### config.mk
export PLATFORM = sky130hd
export DESIGN_NAME = uart_sender
export DESIGN_NICKNAME = d
export VERILOG_FILES = /design/src/verilog/uart_sender_pkg.sv /design/src/verilog/button_pulse.sv /design/src/verilog/tx_control.sv /design/src/verilog/uart_sender.sv /design/src/verilog/uart_tx.sv
export VERILOG_INCLUDE_DIRS = /design/src /design/src/include
export SDC_FILE = /design/constraint.sdc
export NUM_CORES = 1
export LEC_CHECK = 0
export ABC_AREA = 1
export BUFFER_PORTS_ARGS = -buffer_cell sky130_fd_sc_hd__buf_2
export CAP_MARGIN = 20
export CORE_MARGIN = 2
export CORE_UTILIZATION = 60
export DETAILED_ROUTE_END_ITERATION = 12
export PLACE_DENSITY = 0.88
export SYNTH_ARGS = -nofsm -noshare
export SYNTH_HDL_FRONTEND = slang
export SYNTH_HIERARCHICAL = 1
export SYNTH_SLANG_ARGS = --single-unit
### constraint.sdc
create_clock -name clock -period 5.46 [get_ports clock]
set_clock_uncertainty 0.05 [all_clocks]
set_input_delay 0.273 -clock clock [delete_from_list [all_inputs] [get_ports clock]]
set_output_delay 0.273 -clock clock [all_outputs]
set_load 0.05 [all_outputs]
### src/include/uart_sender_defines.svh
`ifndef UART_SENDER_DEFINES_SVH
`define UART_SENDER_DEFINES_SVH

// Small values for simulation, a board build edits this file

// Clocks in one serial bit
`define CLOCKS_PER_BIT 8

// Clocks in each delay state after a byte strobe, must exceed one frame of ten bits
`define INTER_BYTE_DELAY 100

// Clocks spent loading the input word before the first byte goes out
`define WAIT_FOR_REGISTER_DELAY 4

// Clocks the synchronized button must hold a new level before it is accepted
`define DEBOUNCE_CYCLES 6

// Width of the hold timer and of the counters
`define TIMER_WIDTH 32

`endif

### src/verilog/uart_sender_pkg.sv
package uart_sender_pkg;

	// Sequencer states of the control block
	typedef enum logic [2:0] {
		idle          = 3'd0,
		register_word = 3'd1,
		send_byte_0   = 3'd2,
		delay_byte_0  = 3'd3,
		send_byte_1   = 3'd4,
		delay_byte_1  = 3'd5
	} tx_state_t;

	// Byte strobe to the transmitter, data is valid in the cycle start is high
	typedef struct packed {
		logic [7:0] data;
		logic       start;
	} tx_byte_t;

	// The two bytes of a sampled word in send order position
	typedef struct packed {
		logic [7:0] byte_hi;
		logic [7:0] byte_lo;
	} sample_bytes_t;

	// One 16-bit word seen either whole or as two bytes
	typedef union packed {
		logic [15:0]   whole;
		sample_bytes_t bytes;
	} sample_word_u;

endpackage

### src/verilog/button_pulse.sv
`include "uart_sender_defines.svh"

module button_pulse (
	input  logic clock,
	input  logic reset,
	input  logic button,
	output logic press
);

	logic                    button_meta;
	logic                    button_sync;
	logic                    accepted;
	logic                    accepted_prev;
	logic [`TIMER_WIDTH-1:0] stable_count;
	logic                    differs;
	logic                    settled;

	// Two-flop synchronizer for the asynchronous button
	always_ff @(posedge clock) begin
		if (reset) begin
			button_meta <= 1'b0;
			button_sync <= 1'b0;
		end else begin
			button_meta <= button;
			button_sync <= button_meta;
		end
	end

	assign differs = (button_sync != accepted);
	assign settled = differs && (stable_count == `TIMER_WIDTH'(`DEBOUNCE_CYCLES - 1));

	// Counts how long the synchronized level has disagreed with the accepted one
	// and starts over on any bounce back
	always_ff @(posedge clock) begin
		if (reset) begin
			stable_count <= '0;
		end else if (!differs || settled) begin
			stable_count <= '0;
		end else begin
			stable_count <= stable_count + `TIMER_WIDTH'(1);
		end
	end

	always_ff @(posedge clock) begin
		if (reset) begin
			accepted <= 1'b0;
		end else if (settled) begin
			accepted <= button_sync;
		end
	end

	always_ff @(posedge clock) begin
		if (reset) begin
			accepted_prev <= 1'b0;
		end else begin
			accepted_prev <= accepted;
		end
	end

	// One strobe on each rising edge of the accepted level
	assign press = accepted && !accepted_prev;

endmodule

### src/verilog/tx_control.sv
`include "uart_sender_defines.svh"

module tx_control (
	input  logic                      clock,
	input  logic                      reset,
	input  logic                      press,
	input  logic                      send16,
	input  logic [15:0]               data_in16,
	output uart_sender_pkg::tx_byte_t tx_byte,
	output logic                      busy
);

	import uart_sender_pkg::*;

	tx_state_t               state;
	tx_state_t               next_state;
	sample_word_u            word;
	logic [`TIMER_WIDTH-1:0] hold_timer;
	logic                    timing;
	logic                    register_done;
	logic                    delay_done;

	// The timer only runs in the states that wait a fixed count
	assign timing = (state == register_word) ||
			(state == delay_byte_0) ||
			(state == delay_byte_1);

	assign register_done = (hold_timer >= `TIMER_WIDTH'(`WAIT_FOR_REGISTER_DELAY));
	assign delay_done    = (hold_timer >= `TIMER_WIDTH'(`INTER_BYTE_DELAY));

	always_comb begin
		next_state = state;
		case (state)
			idle: begin
				if (press) begin
					next_state = register_word;
				end
			end
			register_word: begin
				if (register_done) begin
					next_state = send_byte_0;
				end
			end
			send_byte_0: begin
				next_state = delay_byte_0;
			end
			delay_byte_0: begin
				// send16 only matters on the last clock of this delay
				if (delay_done) begin
					if (send16) begin
						next_state = send_byte_1;
					end else begin
						next_state = idle;
					end
				end
			end
			send_byte_1: begin
				next_state = delay_byte_1;
			end
			delay_byte_1: begin
				if (delay_done) begin
					next_state = idle;
				end
			end
			default: begin
				next_state = idle;
			end
		endcase
	end

	always_ff @(posedge clock) begin
		if (reset) begin
			state <= idle;
		end else begin
			state <= next_state;
		end
	end

	always_ff @(posedge clock) begin
		if (reset) begin
			hold_timer <= '0;
		end else if (timing) begin
			hold_timer <= hold_timer + `TIMER_WIDTH'(1);
		end else begin
			hold_timer <= '0;
		end
	end

	// Loaded on every clock of register_word so the last sample is the one sent
	always_ff @(posedge clock) begin
		if (state == register_word) begin
			word.whole <= data_in16;
		end
	end

	always_comb begin
		busy          = (state != idle);
		tx_byte.start = (state == send_byte_0) || (state == send_byte_1);
		if (state == send_byte_1) begin
			tx_byte.data = word.bytes.byte_hi;
		end else begin
			tx_byte.data = word.bytes.byte_lo;
		end
	end

endmodule

### src/verilog/uart_sender.sv
module uart_sender (
	input  logic        clock,
	input  logic        reset,
	input  logic        button,
	input  logic        send16,
	input  logic [15:0] data_in16,
	output logic        serial,
	output logic        busy
);

	import uart_sender_pkg::*;

	logic     press;
	tx_byte_t tx_byte;
	// Only watched by the assertions
	logic     frame_active;

	button_pulse u_button_pulse (
		.clock  (clock),
		.reset  (reset),
		.button (button),
		.press  (press)
	);

	// Sequences one or two byte strobes per press
	tx_control u_tx_control (
		.clock     (clock),
		.reset     (reset),
		.press     (press),
		.send16    (send16),
		.data_in16 (data_in16),
		.tx_byte   (tx_byte),
		.busy      (busy)
	);

	uart_tx u_uart_tx (
		.clock        (clock),
		.reset        (reset),
		.tx_byte      (tx_byte),
		.serial       (serial),
		.frame_active (frame_active)
	);

endmodule

### src/verilog/uart_tx.sv
`include "uart_sender_defines.svh"

module uart_tx (
	input  logic                      clock,
	input  logic                      reset,
	input  uart_sender_pkg::tx_byte_t tx_byte,
	output logic                      serial,
	output logic                      frame_active
);

	// Start bit, eight data bits, stop bit
	localparam int FRAME_BITS = 10;

	logic [FRAME_BITS-1:0]   frame;
	logic [`TIMER_WIDTH-1:0] period_count;
	logic [`TIMER_WIDTH-1:0] bit_count;
	logic                    load;
	logic                    bit_done;
	logic                    last_bit;

	// A strobe that arrives mid frame is dropped
	assign load = tx_byte.start && !frame_active;

	assign bit_done = frame_active &&
			(period_count == `TIMER_WIDTH'(`CLOCKS_PER_BIT - 1));
	assign last_bit = (bit_count == `TIMER_WIDTH'(FRAME_BITS - 1));

	always_ff @(posedge clock) begin
		if (reset) begin
			frame_active <= 1'b0;
		end else if (load) begin
			frame_active <= 1'b1;
		end else if (bit_done && last_bit) begin
			frame_active <= 1'b0;
		end
	end

	// Clocks within the current bit
	always_ff @(posedge clock) begin
		if (reset) begin
			period_count <= '0;
		end else if (!frame_active || bit_done) begin
			period_count <= '0;
		end else begin
			period_count <= period_count + `TIMER_WIDTH'(1);
		end
	end

	// Index of the bit on the line up to the stop bit
	always_ff @(posedge clock) begin
		if (reset) begin
			bit_count <= '0;
		end else if (!frame_active) begin
			bit_count <= '0;
		end else if (bit_done) begin
			bit_count <= bit_count + `TIMER_WIDTH'(1);
		end
	end

	// LSB goes out first and ones fill in from the top
	always_ff @(posedge clock) begin
		if (load) begin
			frame <= {1'b1, tx_byte.data, 1'b0};
		end else if (bit_done) begin
			frame <= {1'b1, frame[FRAME_BITS-1:1]};
		end
	end

	// The line idles high between frames
	assign serial = frame_active ? frame[0] : 1'b1;

endmodule
# Word level (Yosys, flattened, before mapping)
# Index checks and enable logic that the tools add are counted.
# W data, S select, Z words.
totals:
  ramBits: 0
  latchBits: 0
  wordCells: 68
  mem_count: 0
  ff_bits: 161
  rom_bits: 0
op_classes:
  eq_ne: 13
  n_reduce_logical: 22
  muxes: 12
  shift: 0
  bitwise_logic: 2
  div_mod_pow: 0
  n_addsub: 4
  n_lt_le_gt_ge: 2
  multipliers: 0
op_table:
  columns: ["cell", "count"]
  rows:
  - ["$add A32 B1 Y32 const B", 4]
  - ["$eq A32 B3 Y1 const B", 2]
  - ["$eq A32 B4 Y1 const B", 1]
  - ["$ge A32 B3 Y1 const B", 1]
  - ["$ge A32 B7 Y1 const B", 1]
  - ["$mux W9", 2]
  - ["$pmux W3 S6", 1]
  - ["$mux W3", 5]
  - ["$mux W8", 1]
  - ["$reduce_or A2 Y1", 4]
  - ["$eq A3 B2 Y1 const B", 2]
  - ["$eq A3 B3 Y1 const B", 2]
  - ["$ne A2 B1 Y1 const B", 3]
  - ["$logic_and A1 B1 Y1", 5]
  - ["$logic_or A1 B1 Y1", 5]
  - ["$reduce_and A4 Y1", 1]
  - ["$reduce_bool A2 Y1", 2]
  - ["$eq A3 B1 Y1 const B", 1]
  - ["$logic_not A1 Y1", 3]
  - ["$logic_not A3 Y1", 1]
  - ["$mux W1", 3]
  - ["$reduce_bool A3 Y1", 1]
  - ["$ne A2 B2 Y1 const B", 1]
  - ["$not A1 Y1", 2]
  - ["$ne A1 B1 Y1", 1]

# Longest topological paths before layout
# Gate-level depths: netlist (run 1).
depth:
  depth_word: 5
  ltp_mapped: 12
  mapped_depth_nobuf: 12

# Hierarchy
# The synthesis (run 1) kept the hierarchy.
modules_own_cells:
  columns: ["module", "cells_per_inst", "seq_area_each_um2", "instances", "area_per_inst_um2"]
  rows:
  - ["uart_tx", 767, 1561.5, 1, 4699.5]
  - ["tx_control", 354, 1181.1, 1, 2670.1]
  - ["button_pulse", 344, 720.7, 1, 2079.5]

# Least setup slack after synthesis (run 1)
# No wires, ideal clock.
synth_timing:
  kind: "register to register"
  start: "register u_uart_tx.period_count[0]"
  end: "register u_uart_tx.frame[1], enable pin"
  t_arrival_ns: 1.503
  setup_slack_ns: 3.578
  stages_incl_launch_ff: 9
  synth_period_minus_slack_ns: 1.882
  setup_time_ns: 0.329
  cell_sequence: "dfxtp_1 ha_1 nand3_1 nor2_1 nand2_1 nor2_2 nand2_2 buf_6 nand2_1"
synth_between:
  elab_chain_cells: 3
synth_rtl:
  columns: ["item", "line", "rtl"]
  rows:
  - ["start: declaration", "uart_tx.sv:15", "logic [`TIMER_WIDTH-1:0] period_count;"]
  - ["start signal: assignment", "uart_tx.sv:45", "period_count <= period_count + `TIMER_WIDTH'(1);"]
  - ["$eq A32 B3 Y1", "uart_tx.sv:25", "(period_count == `TIMER_WIDTH'(`CLOCKS_PER_BIT - 1));"]
  - ["$logic_and A1 B1 Y1", "uart_tx.sv:24", "assign bit_done = frame_active &&"]
  - ["$reduce_bool A2 Y1 (no source line)", null, null]
  - ["end signal: assignment", "uart_tx.sv:63", "frame <= {1'b1, tx_byte.data, 1'b0};"]
  - ["end signal: assignment", "uart_tx.sv:65", "frame <= {1'b1, frame[FRAME_BITS-1:1]};"]
  - ["end: declaration", "uart_tx.sv:14", "logic [FRAME_BITS-1:0] frame;"]
# Every way passes these cells.
# A chain may end at the register's enable or synchronous reset.

# Worst setup path in the final report (run 1)
layout_timing:
  start: "register u_uart_tx.period_count[0]"
  end: "register u_uart_tx.frame[5], enable pin"
# Same word-level chain as after synthesis.

==> implementation parameters, run 1 <==
Parameter                              Value

Yosys
  Instance count of the mapped netlist    1465
  Cell type with the highest aggregate area in the netlist    sky130_fd_sc_hd__dfxtp_1
  Count of distinct cell types in the synthesized netlist    36
  Number of warnings printed during yosys synthesis    6
  Mean post-synth cell area    6.45 µm²
  Top cell type's share of synthesized area    29.0%
  Area contributors post-synth    sky130_fd_sc_hd__dfxtp_1 (29%), sky130_fd_sc_hd__nand2_1 (19%), sky130_fd_sc_hd__nor2_1 (11%)
  Fraction of registers with async set or reset after synthesis    0%
  Sequential cell area fraction in the yosys report    36.7%
  Most numerous cell in the Yosys netlist    sky130_fd_sc_hd__nand2_1
  Synthesized Nets    1492
  Number of synthesized register bits    161
  EDFF count, synth    24
  Most frequent cells after synthesis    sky130_fd_sc_hd__nand2_1 (475), sky130_fd_sc_hd__nor2_1 (273), sky130_fd_sc_hd__inv_1 (168)
  Cell area after synthesis    0.00945 mm²
  Dominant synthesized flop cell    sky130_fd_sc_hd__dfxtp_1

Run status
  Run status    finished, final reports clean

Worst setup path
  Endpoint type of the worst setup path    flop
  Register-to-register setup slack    2.68 ns
  Critical Path AT    2.82 ns
  Critical path peak fanout    28
  End of the critical path    u_uart_tx/frame[5]
  Endpoint of the most critical register-to-register path    u_uart_tx/frame[5]
  Worst R2R Start    u_uart_tx/period_count[0]
  Startpoint Class    flop
  Most Frequent Cell on Critical Path    sky130_fd_sc_hd__nand2_1
  Worst reg-to-reg path cell count    7
  CP Depth    7
  Peak per-stage delay on the critical path    0.47 ns
  Beginning of the critical path    u_uart_tx/period_count[0]
  Worst EP required    5.50 ns
  Top delay family on crit path    simple AND/OR/NAND/NOR gates
  CP max stage cell    sky130_fd_sc_hd__nand2_2
  Worst path buffer plus inverter count    0
  Critical path class    reg -> reg
  Ordered cell list for the critical path    ha_1 -> nand3_1 -> nor2_1 -> nand2_1 -> nor2_2 -> nand2_2 -> nand2_1

Global routing
  Overall fraction of global-route tracks in use    28.4%
  Largest net degree at the start of global routing    29
  Remaining Overflow, GRT    0
  Number of global-route vias before repair    8381
  Wire length of the first global-routing pass    38300 µm
  Initial antenna violation count    0

Min path
  Hold/Removal Path Class    in -> reg
  Depth of the worst hold-timing path    2

Finish
  Multi-input combinational cell area    0.00513 mm²
  Syn-to-layout area delta    9.76%
  Net total in the final layout    1527
  Area of all placed cells without fillers    0.0104 mm²
  Non-filler cells, final    1724
  Antenna Diode Count    0
  Sequential cell area    0.00346 mm²
  Share of cells above drive strength 1    8.26%
  Number of fillers in the final layout    1323

Clock tree
  CTS tree    yes
  Post-CTS Setup Repair Bufs    0
  Clk buf depth    2
  Inserted Clock Buffers    17
  Skew-Pair Late Insertion Delay    0.43 ns
  Quantity of gates resized following cts    0
  Count of H-tree levels built during CTS    4
  Clock transition at the registers of the reported paths    0.07 ns
  CTS root buf    sky130_fd_sc_hd__clkbuf_16
  Number of clock sinks    161

Place
  Routability congestion estimate from global placement    0.954
  Placed standard-cell area    0.00964 mm²
  Sum of net half-perimeters after detailed placement    16400 µm
  Count of port buffers added during placement    21
  Number of cells after detailed placement    1675

Floorplanning
  Placeable core region    0.0153 mm²
  Number of I/O pins    22
  Number of placement rows    45
  Initial Utilization    61.7%
  Die Height    129 µm
  Die outline width    129 µm
  Die Outline Area    0.0168 mm²

Power and ir drop
  Proportion of total power due to net switching    29.3%
  Internal    1.98 mW
  Fraction of power consumed by the clock network    41.1%
  Switching power of the nets    0.822 mW
  Maximum vdd drop    0.255 mV
  Pwr/cell area    270 mW/mm²
  Sequential fraction of design power    47.5%
  Leakage    3.87 nW
  Part of the power in combinational logic    11.4%

STA
  Number of failing setup endpoints in the final timing report    0
  Final sum of negative setup slack    0 ns
  Final worst path period share    51.0%
  Transition at the pin with the smallest max-transition slack    0.934 ns
  Final hold viol count    0
  RSZ-0062 raised after global routing    false
  Timing-limited maximum frequency    0.359 GHz
  Headroom to the max-slew limit    37.7%
  Post-route minimum period    2.78 ns
  Final-layout worst hold slack    0.126 ns
  Max-slew violation count    0

Route
  Iteration count of the initial detailed-routing pass    5
  First-iteration detailed-routing DRC count    890
  Total detailed-routing wirelength    23100 µm
  DR vias    9119
  Routed length per instance    13.4 µm
  DRC violation count after routing    0
  Antenna violation net count after detailed routing    0
  Vias/cell    5.29

Flow run
  Count of maximum capacitance violations    0
## power groups by stage
stage	registers [mW]	clock network, mW	logic [mW]
after floorplan	1.31	0	0.270
after global placement	1.35	0	0.297
after detailed placement	1.35	0	0.305
after CTS	1.33	1.16	0.315
after global routing	1.34	1.21	0.351
final	1.33	1.15	0.320
## what timing repair did
| item | 4_1_cts | 5_1_grt |
|---|---|---|
| endpoints found under the hold margin | 17 | 0 |
| setup endpoints to repair | 0 | 0 |
| hold buffers | 17 | 0 |
## worst min-delay path by stage
| stage | startpoint | end | slack [ns] |
|---|---|---|---|
| finish | reset | u_button_pulse/button_meta | 0.13 |
| global route | reset | u_button_pulse/button_meta | 0.13 |
| CTS | reset | u_button_pulse/button_meta | 0.12 |
| detailed placement | u_button_pulse/button_meta | u_button_pulse/button_sync | 0.35 |
| global placement | u_button_pulse/button_meta | u_button_pulse/button_sync | 0.34 |
| floorplan | reset | u_tx_control/state[2] | 0.29 |
## stage by stage
stage	total power, mW	util (%)	setup WS, ns
global placement	1.65	62.9	2.84
finish	2.80	67.7	2.68
floorplan	1.58	-	3.58
global route	2.90	67.7	2.49
CTS	2.80	67.7	2.69
detailed placement	1.66	62.9	2.70
## metal layers
| layer | global-route usage (%) | part of all wire (%) | wire length (µm) |
|---|---|---|---|
| met1 | 36.5 | 44 | 10100 |
| met2 | 48.2 | 47 | 10900 |
| met3 | 6.36 | 7.4 | 1710 |
| met4 | 8.29 | 1.8 | 424 |
| met5 | 0 | 0 | 0 |
## cell families (layout without fill, tap and decap cells)
family                   after synthesis  in the layout  synth area share [%]
XOR/XNOR                              42             42                  3.89
adder cells (fa/ha/maj)                7              7                 0.927
AND/OR/NAND/NOR                      965            965                  44.1
multiplexers                           8              8                 0.953
buffers and inverters                201            249                  9.08
flip-flops                           161            161                  36.7
AO/OA/AOI/OAI                         81             81                  4.36
## state kept, by name, summed over array words and instances, names as in the netlist
name / cells
u_button_pulse/accepted: 1
u_button_pulse/accepted_prev: 1
u_button_pulse/button_meta: 1
u_button_pulse/button_sync: 1
u_button_pulse/stable_count: 32
u_tx_control/hold_timer: 32
u_tx_control/state: 3
u_tx_control/word: 16
u_uart_tx/bit_count: 32
u_uart_tx/frame: 9
u_uart_tx/frame_active: 1
u_uart_tx/period_count: 32
## placed cells by master (no fill, tap or decap), drive strengths merged
cell,synthesis,routed
nand4,32,32
buf,19,22
o21ai,20,20
nand3,100,100
nor2,302,302
clkbuf,4,19
mux2,8,8
o211ai,1,1
nor3,21,21
nand2,485,485
nor3b,2,2
ha,7,7
inv,178,186
dfxtp,137,137
dlygate4sd3,0,17
or2,8,8
clkinv,0,4
xor2,38,38
nand3b,15,15
clkinvlp,0,1
a21oi,60,60
xnor2,4,4
edfxtp,24,24
## layout make-up
class / count / area share [%]
clock inverters: 13 / 1.09
clock buffers: 19 / 4.37
repair buffers: 39 / 2.73
inverters: 178 / 6.44
well taps: 211 / 2.55
flip-flops and latches: 161 / 33.4
multi-input cells: 1103 / 49.4
Power figures use the tool's default switching activity.
==> run 2: changes to the inputs <==
Clock period 5.46 ns to 2.75 ns, I/O delays scaled along.
==> implementation parameters, run 2 (synthesis gave the netlist of run 1 again) <==
Parameter                              Value

Route
  DRC violation count after routing    0 (unchanged)
  Antenna violation net count after detailed routing    0 (unchanged)
  Iteration count of the initial detailed-routing pass    6 (+1)
  DR vias    9248 (+1.4%)
  Routed length per instance    13.7 µm (+2.1%)
  First-iteration detailed-routing DRC count    911 (+2.4%)
  Vias/cell    5.34 (+1.0%)
  Total detailed-routing wirelength    23700 µm (+2.5%)

Place
  Number of cells after detailed placement    1680 (+0.30%)
  Minimum setup slack after placement    0.744 ns (-1.96 ns)
  Routability congestion estimate from global placement    0.980 (+2.7%)
  Count of port buffers added during placement    21 (unchanged)
  Sum of net half-perimeters after detailed placement    16500 µm (+0.28%)
  Placed standard-cell area    0.00967 mm² (+0.39%)

STA
  Post-route minimum period    2.01 ns (-0.772 ns)
  Transition at the pin with the smallest max-transition slack    0.648 ns (-0.286 ns)
  Final sum of negative setup slack    0 ns (unchanged)
  Final hold viol count    0 (unchanged)
  Number of failing setup endpoints in the final timing report    0 (unchanged)
  Headroom to the max-slew limit    56.7% (+19 points)
  Max-slew violation count    0 (unchanged)
  Setup WS post-layout    0.739 ns (-1.94 ns)
  Timing-limited maximum frequency    0.497 GHz (+38%)
  Final worst path period share    73.1% (+22 points)
  RSZ-0062 raised after global routing    false

Clock tree
  Hold bufs inserted after CTS    19 (+2)
  Clk buf depth    2 (unchanged)
  Inserted Clock Buffers    17 (unchanged)
  Number of clock sinks    161 (unchanged)
  Clock transition at the registers of the reported paths    0.07 ns (about the same)
  Count of H-tree levels built during CTS    4 (unchanged)
  Skew-Pair Late Insertion Delay    0.44 ns (about the same)
  CTS tree    yes
  Post-CTS Setup Repair Bufs    0 (unchanged)
  CTS root buf    sky130_fd_sc_hd__clkbuf_16
  Quantity of gates resized following cts    0 (unchanged)

Global routing
  Largest net degree at the start of global routing    28 (-3.4%)
  Wire length of the first global-routing pass    38300 µm (+0.11%)
  Overall fraction of global-route tracks in use    28.8% (+0.36 points)
  Initial antenna violation count    0 (unchanged)
  Number of global-route vias before repair    8601 (+2.6%)
  Remaining Overflow, GRT    0 (unchanged)

Floorplanning
  Die Height    129 µm (unchanged)
  Number of placement rows    45 (unchanged)
  Number of I/O pins    22 (unchanged)
  Placeable core region    0.0153 mm² (unchanged)
  Die Outline Area    0.0168 mm² (unchanged)
  Die outline width    129 µm (unchanged)
  Initial Utilization    61.7% (unchanged)

Worst setup path
  Endpoint of the most critical register-to-register path    u_uart_tx/frame[1]
  Worst EP required    2.79 ns (-2.71 ns)
  Register-to-register setup slack    0.74 ns (-1.94 ns)
  Critical path class    reg -> reg
  Worst R2R Start    u_uart_tx/period_count[0]
  Critical Path AT    2.05 ns (-0.77 ns)
  Critical path peak fanout    12 (-57%)
  Endpoint type of the worst setup path    flop
  Startpoint Class    flop
  Worst reg-to-reg path cell count    8 (+1)

Finish
  Sequential cell area    0.00346 mm² (unchanged)
  Most common cell after layout, fill and taps aside    sky130_fd_sc_hd__nand2_1
  Most frequent cells in the layout    sky130_fd_sc_hd__nand2_1 (475), sky130_fd_sc_hd__nor2_1 (273), sky130_fd_sc_hd__inv_1 (168), sky130_fd_sc_hd__dfxtp_1 (137), sky130_fd_sc_hd__nand3_1 (98)
  Share of cells above drive strength 1    8.55% (+0.29 points)
  Syn-to-layout area delta    10.7%
  Number of fillers in the final layout    1281 (-3.2%)
  Net total in the final layout    1534 (+0.46%)
  Area of all placed cells without fillers    0.0105 mm² (+0.88%)
  Non-filler cells, final    1731 (+0.41%)
  Antenna Diode Count    0 (unchanged)
  Multi-input combinational cell area    0.00513 mm² (unchanged)
  End-of-flow core utilization    68.3% (+0.60 points)

Power and ir drop
  Fraction of power consumed by the clock network    42.3% (+1.2 points)
  Proportion of total power due to net switching    28.2% (-1.1 points)
  Leakage    3.92 nW (+1.2%)
  Pwr/cell area    548 mW/mm² (+100%)
  Maximum vdd drop    0.539 mV (+110%)
  Switching power of the nets    1.62 mW (+97%)
  Internal    4.12 mW (+110%)
  Part of the power in combinational logic    12.6% (+1.2 points)
  Sequential fraction of design power    45.1% (-2.4 points)

Run status
  Run status    finished, final reports clean

Min path
  Start point of the worst hold path    send16
  Depth of the worst hold-timing path    5 (+3)
  Hold/Removal Path Class    in -> reg
  Endpoint of the worst hold path    u_tx_control/state[2]

Flow run
  Count of maximum capacitance violations    0 (unchanged)
run 2: changes by cell type in the layout (fill, tap and decap cells not counted):
| cell | delta |
|---|---|
| sky130_fd_sc_hd__clkinv_4 | -2 |
| sky130_fd_sc_hd__inv_4 | +1 |
| sky130_fd_sc_hd__inv_8 | -2 |
| sky130_fd_sc_hd__bufinv_16 | +2 |
| sky130_fd_sc_hd__clkinvlp_4 | +1 |
| sky130_fd_sc_hd__dlygate4sd3_1 | +2 |
| sky130_fd_sc_hd__buf_4 | +5 |
run 2: worst max-delay path, cell delays in order (launching register included):
cell and delay [ns]:
sky130_fd_sc_hd__dfxtp_1 0.39, sky130_fd_sc_hd__ha_1 0.24, sky130_fd_sc_hd__nand3_1 0.09, sky130_fd_sc_hd__nor2_1 0.11, sky130_fd_sc_hd__nand2_1 0.12, sky130_fd_sc_hd__nor2_2 0.11
sky130_fd_sc_hd__buf_4 0.20, sky130_fd_sc_hd__nand2_2 0.09, sky130_fd_sc_hd__nand2_1 0.27
run 2: how the worst max path moves through the flow:
| stage | cells past startpoint | endpoint | slack [ns] | startpoint |
|---|---|---|---|---|
| after global routing | 8 | u_uart_tx/frame_active | 0.55 | u_uart_tx/period_count[0] |
| after detailed placement | 8 | u_uart_tx/frame[6] | 0.74 | u_uart_tx/period_count[0] |
| after floorplan | 8 | u_uart_tx/frame[1] | 0.87 | u_uart_tx/period_count[0] |
| after CTS | 8 | u_uart_tx/frame[1] | 0.73 | u_uart_tx/period_count[0] |
| after global placement | 8 | u_uart_tx/frame[3] | 0.78 | u_uart_tx/period_count[0] |
| final | 8 | u_uart_tx/frame[1] | 0.74 | u_uart_tx/period_count[0] |
run 2: power by group through the flow:
stage	clock, mW	combinational [mW]	sequential, mW
floorplan	0	0.536	2.61
global placement	0	0.661	2.63
detailed placement	0	0.676	2.63
CTS	2.44	0.701	2.58
global route	2.55	0.791	2.60
finish	2.42	0.721	2.59
run 2: cell type report:
type | instances | share of cell area (%)
clock buffers | 19 | 4.33
clock inverters | 13 | 1.40
inverters | 178 | 6.39
multi-input cells | 1103 | 49.0
flip-flops and latches | 161 | 33.1
well taps | 211 | 2.52
repair buffers | 46 | 3.25
run 2: per-stage QoR:
stage	hold slack [ns]	total power, mW
6_report	0.0408	5.73
3_5_place_dp	0.266	3.31
3_3_place_gp	0.265	3.29
5_1_grt	0.0940	5.93
4_1_cts	0.0343	5.72
2_1_floorplan	0.157	3.14
run 2: per-layer routing:
layer	vias to the layer above	track usage, %	wire length, µm
li1	4653	-	-
met2	400	50.4	11600
met5	-	0	0
met3	64	5.24	1550
met4	0	13.4	770
met1	4131	34.4	9820
==> run 3: changes to the inputs <==
Settings changed: ABC_AREA 1 to 0.
Clock period 2.75 ns to 1.9 ns, I/O delays scaled along.
==> implementation parameters, run 3 <==
Parameter                              Value

Route
  Routed length per instance    24.3 µm (+77%)
  DR vias    8151 (-12%)
  Vias/cell    6.98 (+31%)
  Iteration count of the initial detailed-routing pass    6 (unchanged)
  Antenna violation net count after detailed routing    0 (unchanged)
  DRC violation count after routing    0 (unchanged)
  Total detailed-routing wirelength    28300 µm (+19%)
  First-iteration detailed-routing DRC count    1271 (+40%)

Worst setup path
  Critical path class    reg -> reg
  Peak per-stage delay on the critical path    0.61 ns (+0.22 ns)
  CP max stage cell    sky130_fd_sc_hd__or4_4
  Startpoint Class    flop
  Ordered cell list for the critical path    nor3_1 -> nand4_1 -> or4_4 -> buf_2 -> o31ai_1 -> a21oi_2
  Worst EP required    2.15 ns (-0.64 ns)
  Critical path peak fanout    7 (-5)
  Critical Path AT    2.72 ns (+0.67 ns)
  Endpoint type of the worst setup path    flop

STA
  Transition at the pin with the smallest max-transition slack    0.520 ns (-0.128 ns)
  Final sum of negative setup slack    -18.25 ns (-18.25 ns)
  Post-route minimum period    2.47 ns (+0.461 ns)
  Final-layout worst hold slack    0.149 ns (+0.108 ns)
  Timing-limited maximum frequency    0.405 GHz (-19%)
  Final worst path period share    130% (+57 points)
  Headroom to the max-slew limit    65.0% (+8.4 points)
  RSZ-0062 raised after global routing    true
  Max-slew violation count    0 (unchanged)
  Final hold viol count    0 (unchanged)
  Setup WS post-layout    -0.572 ns (-1.31 ns)
  Number of failing setup endpoints in the final timing report    87 (+87)

Yosys
  Count of distinct cell types in the synthesized netlist    61 (+69%)
  Cell type with the highest aggregate area in the netlist    sky130_fd_sc_hd__dfxtp_1
  Number of synthesized register bits    161 (unchanged)
  Sequential cell area fraction in the yosys report    45.6% (+9.0 points)
  Dominant synthesized flop cell    sky130_fd_sc_hd__dfxtp_1
  Top cell type's share of synthesized area    36.1% (+7.1 points)
  Area fraction in and, or, nand and nor cells after synthesis    30.6% (-14 points)
  Synthesized Nets    850 (-43%)
  Share of the synthesized netlist area taken by xor and xnor gates    9.80% (+5.9 points)
  Number of warnings printed during yosys synthesis    6 (unchanged)
  Instance count of the mapped netlist    823 (-44%)
  Most numerous cell in the Yosys netlist    sky130_fd_sc_hd__dfxtp_1
  Most frequent cells after synthesis    sky130_fd_sc_hd__dfxtp_1 (137), sky130_fd_sc_hd__nor2_1 (108), sky130_fd_sc_hd__xor2_1 (53)
  Cell area after synthesis    0.00759 mm² (-20%)
  EDFF count, synth    24 (unchanged)
  Post-synthesis mux area share    1.32% (+0.36 points)
  Fraction of registers with async set or reset after synthesis    0% (unchanged)
  Fraction of the mapped netlist area in adder cells    1.15% (+0.23 points)
  Combinational family with the most area after synthesis    simple AND/OR/NAND/NOR gates
  Area contributors post-synth    sky130_fd_sc_hd__dfxtp_1 (36%), sky130_fd_sc_hd__edfxtp_1 (9.5%), sky130_fd_sc_hd__xor2_1 (6.1%)
  Fraction of the mapped netlist area in compound gates    8.19% (+3.8 points)
  Mean post-synth cell area    9.23 µm² (+43%)

Run status
  Violated checks    negative setup slack
  Run status    complete, but fails checks

Clock tree
  Skew-Pair Late Insertion Delay    0.44 ns (about the same)
  Number of clock sinks    161 (unchanged)
  CTS tree    yes
  CTS root buf    sky130_fd_sc_hd__clkbuf_16
  Inserted Clock Buffers    17 (unchanged)
  Count of H-tree levels built during CTS    4 (unchanged)
  Clock transition at the registers of the reported paths    0.08 ns (about the same)
  Clk buf depth    2 (unchanged)

Global routing
  Largest net degree at the start of global routing    33 (+18%)
  Initial antenna violation count    0 (unchanged)
  Overall fraction of global-route tracks in use    37.3% (+8.5 points)
  Remaining Overflow, GRT    0 (unchanged)
  Wire length of the first global-routing pass    38900 µm (+1.4%)
  Number of global-route vias before repair    7519 (-13%)

Place
  Placed standard-cell area    0.00873 mm² (-9.7%)
  Sum of net half-perimeters after detailed placement    12000 µm (-27%)
  Number of cells after detailed placement    1098 (-35%)
  Minimum setup slack after placement    -0.411 ns (-1.15 ns)
  Count of port buffers added during placement    21 (unchanged)
  Routability congestion estimate from global placement    0.859 (-12%)

Finish
  Number of fillers in the final layout    600 (-53%)
  Most frequent cells in the layout    sky130_fd_sc_hd__dfxtp_1 (112), sky130_fd_sc_hd__buf_4 (112), sky130_fd_sc_hd__nor2_1 (107), sky130_fd_sc_hd__xor2_1 (53), sky130_fd_sc_hd__nand3_1 (47)
  Syn-to-layout area delta    33.1%
  Area of all placed cells without fillers    0.0101 mm² (-3.4%)
  Non-filler cells, final    1167 (-33%)
  Multi-input combinational cell area    0.00437 mm² (-15%)
  Share of cells above drive strength 1    31.8% (+23 points)
  End-of-flow core utilization    81.0% (+13 points)
  Net total in the final layout    1009 (-34%)
  Sequential cell area    0.00349 mm² (+0.90%)
  Antenna Diode Count    0 (unchanged)

Floorplanning
  Die Outline Area    0.0136 mm² (-19%)
  Die Height    117 µm (-10%)
  Die outline width    117 µm (-10%)
  Placeable core region    0.0125 mm² (-19%)
  Initial Utilization    60.9% (-0.78 points)
  Number of placement rows    41 (-8.9%)
  Number of I/O pins    22 (unchanged)

Power and ir drop
  Overall power consumption    7.57 mW (+32%)
  Maximum vdd drop    0.693 mV (+29%)
  Leakage    3.52 nW (-10%)
  Pwr/cell area    749 mW/mm² (+37%)

Min path
  Hold/Removal Path Class    in -> reg

Flow run
  Count of maximum capacitance violations    0 (unchanged)
==> run 3: cell types whose count changed in the layout (fill, tap and decap cells not counted), sizes merged, moves of 20 or more <==
cell / previous run / this run
a21oi: 60 / 40
nor4: 0 / 37
and3: 0 / 20
inv: 185 / 23
and4: 0 / 20
nand2: 485 / 41
or4: 0 / 27
xnor2: 4 / 32
nor2: 302 / 108
o31ai: 0 / 22
buf: 27 / 156
nand3: 100 / 52
==> run 3: worst max-delay path, delay by kind of cell, from the launching register on <==
| family | cells | cell delay, ns |
|---|---|---|
| AO/OA/AOI/OAI | 2 | 0.61 |
| flip-flops | 1 | 0.32 |
| buffers and inverters | 1 | 0.20 |
| AND/OR/NAND/NOR | 3 | 1.15 |
==> run 3: logic make-up after synthesis <==
group                      after synthesis
and+or+nand+nor                        408
DFF                                    161
AOI/OAI and AO/OA                      100
xor gates and xnor gates                85
buffers and inverters                   53
muxes                                    9
adders and majority gates                7
==> run 3: where the power goes <==
group | switching (mW) | total (mW) | internal, mW
Sequential | 0.0685 | 3.64 | 3.58
Clock | 1.54 | 3.27 | 1.72
Combinational | 0.415 | 0.659 | 0.245
==> run 3: repair_timing <==
item	in CTS	in global routing
hold endpoints to repair	21	0
setup buffers	8	13
setup endpoints to repair	45	119
gates resized for setup	52	70
hold buffers	19	0
pin swaps	32	26
cloned	3	0
==> run 3: cell type report <==
| class | count | area share, % |
|---|---|---|
| Clock inverter | 14 | 1.04 |
| Tap cell | 172 | 2.13 |
| Timing Repair Buffer | 175 | 13.9 |
| Sequential cell | 161 | 34.6 |
| Multi-Input combinational cell | 609 | 43.3 |
| Inverter | 18 | 0.669 |
| Clock buffer | 18 | 4.35 |
==> run 3: path summary, 6_finish.rpt <==
path | start | endpoint | slack [ns] | cells after the start
setup reg to reg | u_uart_tx/period_count[8] | u_uart_tx/bit_count[29] | -0.57 | 6
hold / removal | send16 | u_tx_control/state[2] | 0.15 | 4
setup / recovery | u_uart_tx/period_count[8] | u_uart_tx/bit_count[29] | -0.57 | 6
hold reg to reg | u_button_pulse/button_meta | u_button_pulse/button_sync | 0.40 | 1
==> run 3: routing by layer <==
| metal | GRT usage (%) | wire, µm |
|---|---|---|
| met1 | 40.9 | 9270 |
| met3 | 7.68 | 2790 |
| met5 | 0 | 0 |
| met2 | 65.4 | 13600 |
| met4 | 24.7 | 2700 |
